<file path="config.mk">
export PLATFORM = sky130hd
export DESIGN_NAME = fc_sequencer_flat
export DESIGN_NICKNAME = d
export VERILOG_FILES = /design/src/hdl/fc_pkg.sv /design/src/hdl/fc_result_if.sv /design/src/hdl/fc_sequencer.sv /design/src/hdl/mac_lane.sv /design/src/flat_wrapper.sv
export SDC_FILE = /design/constraint.sdc
export NUM_CORES = 1
export LEC_CHECK = 0
export BUFFER_PORTS_ARGS = -buffer_cell sky130_fd_sc_hd__buf_2
export CORE_MARGIN = 4
export CORE_UTILIZATION = 55
export CTS_CLUSTER_DIAMETER = 40
export CTS_CLUSTER_SIZE = 10
export DETAILED_ROUTE_END_ITERATION = 12
export HOLD_SLACK_MARGIN = 0.05
export PLACE_DENSITY = 0.8
export SETUP_SLACK_MARGIN = 0.02
export SLEW_MARGIN = 20
export SYNTH_ARGS = -nofsm -noshare
export SYNTH_HDL_FRONTEND = slang
export SYNTH_HIERARCHICAL = 1
export SYNTH_SLANG_ARGS = --single-unit
</file>
<file path="constraint.sdc">
create_clock -name clk -period 6.45 [get_ports clk]
set_input_delay 1.6125 -clock clk [delete_from_list [all_inputs] [get_ports clk]]
set_output_delay 1.6125 -clock clk [all_outputs]
set_load 0.01 [all_outputs]
</file>
<file path="src/hdl/fc_pkg.sv">
//////////////////////////////////////////////////
// Shared widths, memory sizes, data types and
// FSM encodings of the FC layer engine
//////////////////////////////////////////////////

package fc_pkg;

  // Datapath geometry
  localparam int LANES     = 4;
  localparam int DATA_W    = 8;
  localparam int WORD_W    = 32;
  localparam int ACC_W     = 28;
  localparam int MEM_DEPTH = 256;
  localparam int ADDR_W    = 8;
  localparam int SIZE_W    = 11;
  localparam int IDX_W     = 8;

  // Requantize: ReLU, shift, saturate
  localparam int FRAC_SHIFT = 6;
  localparam int SAT_MAX    = 127;

  typedef logic signed [DATA_W-1:0] act_t;
  typedef logic signed [ACC_W-1:0]  acc_t;
  typedef logic [WORD_W-1:0]        word_t;
  typedef logic [ADDR_W-1:0]        addr_t;
  typedef logic [SIZE_W-1:0]        size_t;
  typedef logic [IDX_W-1:0]         idx_t;

  typedef enum logic [1:0] {
    load_none, load_feat, load_bias, load_weight
  } load_mode_t;

  typedef enum logic [2:0] {
    seq_idle, seq_read, seq_feed, seq_drain, seq_bias, seq_handoff
  } seq_state_t;

endpackage

</file>
<file path="src/hdl/fc_result_if.sv">
//////////////////////////////////////////////////
// Group result handoff, four lane sums plus the
// matching bias word, sequencer to output packer
//////////////////////////////////////////////////

interface fc_result_if;
  import fc_pkg::*;

  logic  valid;
  logic  ready;
  acc_t  sums [LANES];
  word_t bias;
  // Marks the final group of the layer
  logic  last;

  modport sender (output valid, output sums, output bias, output last, input ready);
  modport receiver (input valid, input sums, input bias, input last, output ready);

endinterface

</file>
<file path="src/hdl/fc_sequencer.sv">
//////////////////////////////////////////////////
// Compute FSM: walks output groups and feature
// words, feeds the four MAC lanes and hands each
// finished group to the output packer
//////////////////////////////////////////////////

module fc_sequencer (
  input  logic          clk,
  input  logic          rstn,
  input  logic          compute_go,
  input  fc_pkg::size_t feat_count,
  input  fc_pkg::size_t out_count,
  input  fc_pkg::word_t feat_rdata,
  input  fc_pkg::word_t bias_rdata,
  input  fc_pkg::word_t wt_rdata [fc_pkg::LANES],
  output fc_pkg::addr_t rd_addr,
  output logic          run_finish,
  fc_result_if.sender   res
);
  import fc_pkg::*;

  seq_state_t state;
  addr_t      word_idx;
  addr_t      group;
  addr_t      wt_base;
  logic [1:0] byte_sel;
  logic       drain_cnt;
  logic       out_wait;
  word_t      feat_word;
  word_t      bias_word;
  logic       last_word;
  logic       last_group;
  logic       lane_en;
  logic       lane_first;
  act_t       feat_byte;
  wire acc_t  lane_acc [LANES];

  assign last_word  = (size_t'(word_idx) + size_t'(1)) == (feat_count >> 2);
  assign last_group = (size_t'(group) + size_t'(1)) == (out_count >> 2);

  // All memories share one read address. Feature word k is
  // fetched the cycle before its read cycle, so the read cycle
  // and the feed cycles can hold the weight address
  always_comb begin
    case (state)
      seq_read: rd_addr = wt_base + word_idx;
      seq_feed: begin
        if (byte_sel != 2'd3) begin
          rd_addr = wt_base + word_idx;
        end else if (last_word) begin
          rd_addr = '0;
        end else begin
          rd_addr = word_idx + addr_t'(1);
        end
      end
      seq_drain, seq_bias: rd_addr = group;
      default: rd_addr = '0;
    endcase
  end

  always_ff @(posedge clk) begin
    if (!rstn) begin
      state     <= seq_idle;
      word_idx  <= '0;
      group     <= '0;
      wt_base   <= '0;
      byte_sel  <= '0;
      drain_cnt <= 1'b0;
      out_wait  <= 1'b0;
    end else begin
      case (state)
        seq_idle: begin
          word_idx <= '0;
          group    <= '0;
          wt_base  <= '0;
          out_wait <= 1'b0;
          if (compute_go) begin
            state <= seq_read;
          end
        end
        seq_read: begin
          byte_sel <= '0;
          state    <= seq_feed;
        end
        seq_feed: begin
          byte_sel <= byte_sel + 2'd1;
          if (byte_sel == 2'd3) begin
            if (last_word) begin
              word_idx  <= '0;
              drain_cnt <= 1'b0;
              state     <= seq_drain;
            end else begin
              word_idx <= word_idx + addr_t'(1);
              state    <= seq_read;
            end
          end
        end
        // Two cycles for the lane pipeline to settle
        seq_drain: begin
          drain_cnt <= 1'b1;
          if (drain_cnt) begin
            state <= seq_bias;
          end
        end
        seq_bias: state <= seq_handoff;
        seq_handoff: begin
          if (res.ready) begin
            if (out_wait) begin
              // Last word has left the packer
              state <= seq_idle;
            end else if (last_group) begin
              out_wait <= 1'b1;
            end else begin
              group   <= group + addr_t'(1);
              wt_base <= wt_base + addr_t'(feat_count >> 2);
              state   <= seq_read;
            end
          end
        end
        default: state <= seq_idle;
      endcase
    end
  end

  always_ff @(posedge clk) begin
    if (state == seq_read) begin
      feat_word <= feat_rdata;
    end
    if (state == seq_bias) begin
      bias_word <= bias_rdata;
    end
  end

  // Every lane sees the same feature byte
  assign lane_en    = state == seq_feed;
  assign lane_first = lane_en && word_idx == '0 && byte_sel == 2'd0;
  assign feat_byte  = feat_word[DATA_W*byte_sel +: DATA_W];

  for (genvar l = 0; l < LANES; l++) begin : g_lane
    mac_lane u_lane (
      .clk    (clk),
      .rstn   (rstn),
      .en     (lane_en),
      .first  (lane_first),
      .feat   (feat_byte),
      .weight (wt_rdata[l][DATA_W*byte_sel +: DATA_W]),
      .acc    (lane_acc[l])
    );
  end

  assign res.valid  = state == seq_handoff && !out_wait;
  assign res.sums   = lane_acc;
  assign res.bias   = bias_word;
  assign res.last   = last_group;
  assign run_finish = state == seq_handoff && out_wait && res.ready;

endmodule

</file>
<file path="src/hdl/mac_lane.sv">
//////////////////////////////////////////////////
// Two-stage signed 8x8 multiply-accumulate lane
//////////////////////////////////////////////////

module mac_lane (
  input  logic         clk,
  input  logic         rstn,
  input  logic         en,
  input  logic         first,
  input  fc_pkg::act_t feat,
  input  fc_pkg::act_t weight,
  output fc_pkg::acc_t acc
);
  import fc_pkg::*;

  logic signed [2*DATA_W-1:0] prod;
  logic                       prod_vld;
  logic                       prod_first;

  // Stage 1 product
  always_ff @(posedge clk) begin
    if (!rstn) begin
      prod_vld   <= 1'b0;
      prod_first <= 1'b0;
    end else begin
      prod_vld   <= en;
      prod_first <= en && first;
    end
  end

  always_ff @(posedge clk) begin
    if (en) begin
      prod <= feat * weight;
    end
  end

  // Stage 2 accumulate, a first item restarts the sum
  always_ff @(posedge clk) begin
    if (prod_vld) begin
      acc <= prod_first ? acc_t'(prod) : acc + acc_t'(prod);
    end
  end

endmodule

</file>
<file path="src/flat_wrapper.sv">
// flat-port wrapper written by rule: the top's interface ports become plain ports
module fc_sequencer_flat import fc_pkg::*;
  (clk, rstn, compute_go, feat_count, out_count, feat_rdata, bias_rdata, wt_rdata, rd_addr, run_finish, res_valid, res_sums, res_bias, res_last, res_ready);
  fc_result_if res_i ();
  input  logic clk;
  input  logic rstn;
  input  logic compute_go;
  input  fc_pkg::size_t feat_count;
  input  fc_pkg::size_t out_count;
  input  fc_pkg::word_t feat_rdata;
  input  fc_pkg::word_t bias_rdata;
  input  fc_pkg::word_t wt_rdata[fc_pkg::LANES];
  output fc_pkg::addr_t rd_addr;
  output logic run_finish;
  output wire logic [$bits(res_i.valid)-1:0] res_valid;
  output wire logic [$bits(res_i.sums)-1:0] res_sums;
  output wire logic [$bits(res_i.bias)-1:0] res_bias;
  output wire logic [$bits(res_i.last)-1:0] res_last;
  input wire logic [$bits(res_i.ready)-1:0] res_ready;
  assign res_valid = res_i.valid;
  assign res_sums = {>>{res_i.sums}};
  assign res_bias = res_i.bias;
  assign res_last = res_i.last;
  assign res_i.ready = res_ready;
  fc_sequencer u_core (.clk(clk), .rstn(rstn), .compute_go(compute_go), .feat_count(feat_count), .out_count(out_count), .feat_rdata(feat_rdata), .bias_rdata(bias_rdata), .wt_rdata(wt_rdata), .rd_addr(rd_addr), .run_finish(run_finish), .res(res_i));
endmodule
</file>
==> key figures, run 1 <==
Routing
  • DR vias/cell: 5.72
  • Routed via count: 23,000
  • Final WL: 72.3 mm
  • Final antenna-violating net count: 0
  • DRC Markers: 0
  • Per-cell routed wire length: 18.0 µm
  • Starting DRC count in detailed routing: 1,608
  • Drt pass-1 iters: 6

Synth
  • Syn Area/Cell: 9.88 µm²
  • Post-Syn Instances: 2,887
  • Post-synth cell types: 108
  • Post-Synthesis Cell Area: 0.0285 mm²
  • Syn. warnings: 6
  • Synth Net Count: 3,574
  • Ys async rst share: 0
  • Number of synthesized flops with an enable pin: 240
  • FF+latch count, synth: 279
  • Register area share after synthesis: 0.280
  • Main synth FF type: edfxtp_1

Timing
  • Min cycle time layout: 5.98 ns
  • Relative slew slack: 0.304
  • Setup-violating endpoint count in the final report: 0
  • Slew Viols, Final: 0
  • Final hold vios: 0
  • Final period utilization: 0.927
  • Setup WS post-layout: 0.472 ns
  • Layout Skew: 0.0344 ns
  • Fmax: 0.167 GHz
  • RSZ-0062 raised after global routing: false
  • Least-Margin Pin Slew: 1.04 ns

Clocking
  • Post-CTS Hold Fix Bufs: 0
  • Post-CTS setup buffers: 0
  • Cts repair resizes: 0
  • TritonCTS Buffers: 56
  • H-tree lvl count: 2
  • CTS tree: yes
  • Worst-path clk slew: 0.05 ns
  • CTS root buffer: clkbuf_16
  • CTS Sinks: 279
  • Clock tree buffer depth: 3
  • Worst skew pair latency: 0.61 ns

Setup path
  • FF-to-FF setup slack: 0.59 ns
  • CP delay by family, top: adder cells
  • CP arrival: 6.37 ns
  • Crit path launch: wt_rdata[67]
  • Largest stage delay on the critical path: 0.58 ns
  • Crit-path cells: buf_2, mux4_2, and2_1, fa_1, inv_1, fa_1, inv_1, fa_1, inv_1, fa_1, inv_1, ha_1, o21ai_0, a21oi_1, o21ai_0, a21oi_1, o21a_1, o311ai_0
  • Critical path endpoint category: flop
  • Launch point of the worst reg-to-reg path: u_core/byte_sel[0]
  • CP Launch Type: input pin
  • WP data required: 6.84 ns
  • Kind of critical path: input pin to flop
  • Critical path buffer and inverter count: 5
  • CP max FO: 6
  • Crit-path slowest cell: mux4_2

Min path
  • Hold_sp: u_core/drain_cnt
  • Min-Delay Path Class: flop to flop

Final layout
  • Most common cell after layout, fill and taps aside: inv_1
  • Commonest cells after routing, fill and taps aside: inv_1, buf_2, ha_1, edfxtp_1, nand2_1
  • Final net count: 3,974
  • Utilization after layout: 0.650
  • Layout cells sized above 1: 0.188
  • Area growth, synth to finish: 16.9%

Place
  • Detailed Place HPWL: 54.7 mm
  • PortBufs: 368
  • Routability cong.: 0.927
  • Worst slack at placement: -0.0412 ns

Floorplan
  • Initial core utilization: 0.556
  • Die H: 236 µm
  • Die Area: 0.0556 mm²
  • FP Rows: 83
  • Chip width: 236 µm
  • Core area: 0.0513 mm²
  • # IOs: 373

Global routing
  • Total GRT Usage: 0.255
  • First-pass GRT wire length: 117 mm
  • Pin count of the biggest net entering global routing: 77
  • Final global-route overflow total: 0
  • Number of global-route vias before repair: 23,300
  • Initial antenna violation count: 9

Outcome
  • Status: complete, no violations

Run
  • Max-cap viol count: 0
## cell type report
class | count | area (µm²)
antenna | 6 | 15.0
clock buffer | 65 | 1460
clock inverter | 39 | 569
fill | 4088 | 18000
inverter | 393 | 1480
multi-input combinational | 2132 | 18700
sequential | 279 | 7990
tap | 680 | 851
timing repair buffer | 425 | 2290
## Yosys cell counts, drive strengths merged (10+ instances only)
cell,count,share of area
inv,392,0.052
ha,243,0.11
edfxtp,240,0.25
nand2,232,0.031
fa,226,0.16
and2,191,0.042
o21ai,164,0.029
a21oi,141,0.025
nor2,105,0.014
xnor2,96,0.029
a21o,71,0.019
xor2,59,0.018
nand3,55,0.010
nor2b,53,0.012
clkbuf,52,0.0069
nor3,44,0.0081
mux4,40,0.032
dfxtp,39,0.027
o21a,36,0.0095
buf,30,0.0064
and3,25,0.0055
a211oi,24,0.0068
o31ai,23,0.0067
nand2b,22,0.0048
nand4,22,0.0058
a31oi,18,0.0042
o211ai,18,0.0054
a211o,16,0.0049
or3,15,0.0038
mux2i,14,0.0049
nor3b,13,0.0034
o311ai,11,0.0034
mux2,10,0.0039
o21bai,10,0.0026
## through the flow
stage / instance area (µm²) / hold slack, ns / cells / setup TNS (ns)
after floorplan: 28500 / 0.443 / 2887 / 0
after global placement: 31300 / 0.452 / 3908 / -0.0270
after detailed placement: 31300 / 0.470 / 3908 / -0.0697
after CTS: 33300 / 0.477 / 4012 / 0
after global routing: 33300 / 0.510 / 4017 / 0
final: 33300 / 0.482 / 4019 / 0
## metal layers
layer / wire [µm] / share of wire / vias up / GRT usage
met4: 2170 / 0.030 / 2 / 0.0812
met1: 30200 / 0.42 / 11100 / 0.332
met2: 34500 / 0.48 / 821 / 0.428
met3: 5380 / 0.074 / 147 / 0.0535
met5: 13 / 0.00018 / - / 0
li1: - / - / 10900 / -
## state kept, by name, indices dropped and copies added (netlist names)
name,cells
u_core/g_lane.u_lane/prod_first,4
u_core/word_idx,8
u_core/out_wait,1
u_core/res.bias,32
u_core/feat_word,32
u_core/g_lane.u_lane/prod_vld,4
u_core/g_lane.u_lane/prod,64
u_core/state,3
u_core/byte_sel,2
u_core/group,8
u_core/wt_base,8
u_core/g_lane.u_lane/acc,112
u_core/drain_cnt,1
## path summary, 6_finish.rpt
| check | to | cells after the start |
|---|---|---|
| setup reg to reg | u_core/g_lane[0].u_lane/prod[13] | 19 |
| hold / removal | u_core/drain_cnt | 2 |
| setup / recovery | u_core/g_lane[1].u_lane/prod[14] | 18 |
| hold reg to reg | u_core/drain_cnt | 2 |
## worst register-to-register path: stages (launching register included)
cell and delay, ns:
dfxtp_4 0.59, buf_4 0.38, mux4_2 0.67, and2_1 0.24, fa_1 0.52, inv_1 0.05, fa_1 0.51, inv_1 0.05
fa_1 0.47, inv_1 0.05, fa_1 0.53, inv_1 0.05, ha_1 0.29, buf_4 0.14, nor2b_1 0.15, o211ai_1 0.21
nand2_1 0.11, a41oi_1 0.31, nor2b_1 0.20, xnor2_1 0.08
## logic make-up after synthesis
kind of cell	Yosys count	share of synthesized area
simple gates	821	0.153
compound gates	620	0.146
buf+inv	476	0.0654
fa+ha+maj	469	0.265
flops	279	0.280
xor+xnor	158	0.0500
mux	64	0.0404
Power of run 1 is not shown: default switching activity piles up to over one toggle a cycle in this logic, so the estimate is an artifact.
==> run 2: changes to the inputs <==
ABC_AREA = 1   (was not set)
PLACE_DENSITY = 0.79   (was 0.8)
==> key figures, run 2 <==
Synth
  • Syn. warnings: 6
  • FF+latch count, synth: 279
  • Post-Synthesis Cell Area: 0.0311 mm²
  • Number of synthesized flops with an enable pin: 240
  • Largest family of logic cells by synthesized area: simple AND/OR/NAND/NOR gates
  • Syn Area/Cell: 7.29 µm²
  • Top cells by count, synth: nand2_1, inv_1, nor2_1, nand3_1, ha_1
  • Synth Area in Compound Gates: 0.0722
  • Post-Synth XOR/XNOR Area: 0.0234
  • Dominant cells by area after synthesis: edfxtp_1, nand2_1, fa_1
  • Ys async rst share: 0
  • Most frequent cell after synthesis: nand2_1
  • Post-synth cell types: 46
  • Main synth FF type: edfxtp_1
  • Register area share after synthesis: 0.257
  • Yosys top cell area share: 0.232
  • Synth Area in Simple Gates: 0.276
  • Post-Syn Instances: 4,263
  • Synth Net Count: 4,950
  • Post-synthesis adder-cell area fraction: 0.244
  • Cell taking the most area after synthesis: edfxtp_1
  • Mux cell area share after synthesis: 0

Global routing
  • Number of global-route vias before repair: 27,800
  • Pin count of the biggest net entering global routing: 82
  • Initial antenna violation count: 3
  • Final global-route overflow total: 0
  • Total GRT Usage: 0.275
  • First-pass GRT wire length: 136 mm

Setup path
  • Kind of critical path: input pin to flop
  • CP arrival: 6.26 ns
  • CP max FO: 8
  • Critical path endpoint category: flop
  • CP Launch Type: input pin
  • Launch point of the worst reg-to-reg path: u_core/byte_sel[0]
  • Worst r2r path cells: 18
  • WP data required: 6.78 ns
  • FF-to-FF setup slack: 0.67 ns
  • Worst r2r dst: u_core/g_lane[0].u_lane/prod[14]

Final layout
  • Reg with most FFs: u_core/g_lane.u_lane/acc
  • Largest regs: u_core/g_lane.u_lane/acc: 112 flops, u_core/g_lane.u_lane/prod: 64 flops
  • Most common cell after layout, fill and taps aside: nand2_1
  • Layout cells sized above 1: 0.153
  • Finished Layout Cells: 5,441
  • Number of flip-flops in the largest register: 112
  • Commonest cells after routing, fill and taps aside: nand2_1, inv_1, buf_2, nor2_1, nand3_1
  • Area growth, synth to finish: 15.4%
  • Final net count: 5,331

Clocking
  • Post-CTS Hold Fix Bufs: 0
  • Post-CTS setup buffers: 0
  • CTS tree: yes
  • H-tree lvl count: 2
  • CTS root buffer: clkbuf_16
  • Cts repair resizes: 0
  • Worst skew pair latency: 0.60 ns
  • Clock tree buffer depth: 3
  • CTS Sinks: 279
  • Worst-path clk slew: 0.05 ns
  • TritonCTS Buffers: 54

Routing
  • Drt pass-1 iters: 6
  • Final WL: 83.3 mm
  • DRC Markers: 0
  • Final antenna-violating net count: 0
  • DR vias/cell: 5.21
  • Routed via count: 28,300
  • Starting DRC count in detailed routing: 2,035
  • Per-cell routed wire length: 15.3 µm

Floorplan
  • FP Rows: 86
  • Chip width: 246 µm
  • Core area: 0.0555 mm²
  • Initial core utilization: 0.559
  • Die H: 246 µm
  • Die Area: 0.0603 mm²
  • # IOs: 373

Min path
  • Min-Delay Path Class: flop to flop
  • Hold_sp: u_core/group[6]
  • Hold depth: 2
  • WHS Endpoint: u_core/group[6]

Place
  • Detailed Place HPWL: 65.8 mm
  • Routability cong.: 0.974
  • Dpl cells: 5,335
  • PortBufs: 368

Timing
  • Min cycle time layout: 5.93 ns
  • Least-Margin Pin Slew: 1.04 ns
  • Setup-violating endpoint count in the final report: 0
  • Final period utilization: 0.920
  • Slew Viols, Final: 0
  • Fmax: 0.169 GHz
  • Relative slew slack: 0.305
  • RSZ-0062 raised after global routing: false
  • Setup TNS: 0 ns
  • Layout Skew: 0.0200 ns
  • Final hold vios: 0

Outcome
  • Status: complete, no violations

Run
  • Max-cap viol count: 0
==> run 2: changes by cell type in the layout (fill, tap and decap cells not counted), sizes merged, moves of 25 or more <==
cell,previous run,this run
nand2,232,1272
xnor2,96,38
nor2,105,315
inv,399,941
mux4,40,0
nand3,55,261
o21a,36,4
o22ai,5,41
nand4,22,56
nor2b,53,0
a21o,71,9
and2,191,4
and3,25,0
==> run 2: final cells by class <==
cell class                      instances  area (µm²)
Clock inverter                         39         377
Sequential cell                       279        7990
Antenna cell                            3        7.51
Clock buffer                           63        1410
Fill cell                            4912       19700
Tap cell                              748         936
Multi-Input combinational cell       2942       19200
Timing Repair Buffer                  438        2430
Inverter                              929        3490
==> run 2: per-layer routing <==
layer,GRT usage,vias up,wire length [µm]
met5,0,-,0
met4,0.0901,0,2760
met3,0.0433,160,5450
met2,0.466,855,39800
met1,0.361,13300,35300
li1,-,14000,-
==> run 2: logic make-up (layout without fill, tap and decap cells) <==
| family | count (synthesis) | after routing |
|---|---|---|
| and+or+nand+nor | 1993 | 1993 |
| DFF | 279 | 279 |
| AOI/OAI and AO/OA | 397 | 397 |
| adders and majority gates | 469 | 469 |
| other | 0 | 3 |
| xor gates and xnor gates | 83 | 83 |
| buffers and inverters | 1042 | 1469 |
==> run 2: how the worst max path moves through the flow <==
stage,depth (start not counted),slack (ns),endpoint,start
floorplan,8,0.27,rd_addr[3],u_core/state[1]
global placement,17,0.13,u_core/g_lane[0].u_lane/prod[14],wt_rdata[107]
detailed placement,17,0.01,u_core/g_lane[0].u_lane/prod[14],wt_rdata[107]
CTS,17,0.63,u_core/g_lane[0].u_lane/prod[14],wt_rdata[107]
global route,22,0.34,u_core/g_lane[0].u_lane/prod[12],wt_rdata[119]
finish,17,0.52,u_core/g_lane[0].u_lane/prod[14],wt_rdata[107]
==> run 2: stage by stage <==
stage	setup slack [ns]	cell area [µm²]	util	hold slack, ns
2_1_floorplan	0.270	31100	-	0.450
3_3_place_gp	0.125	34000	0.613	0.462
3_5_place_dp	0.0113	34000	0.613	0.479
4_1_cts	0.629	35800	0.645	0.488
5_1_grt	0.338	35800	0.645	0.508
6_report	0.519	35800	0.645	0.481
==> run 2: critical path: stages <==
cell,delay (ns)
buf_2,0.10
o21ai_0,0.09
o22ai_1,0.79
nand2_1,0.12
inv_1,0.16
fa_1,0.51
inv_1,0.21
fa_1,0.46
fa_1,0.50
fa_1,0.55
inv_1,0.05
ha_1,0.36
nand2_1,0.12
nor2_1,0.05
a211oi_1,0.29
nand3_1,0.14
xor2_1,0.15
Power of run 2 is left out for the same reason.
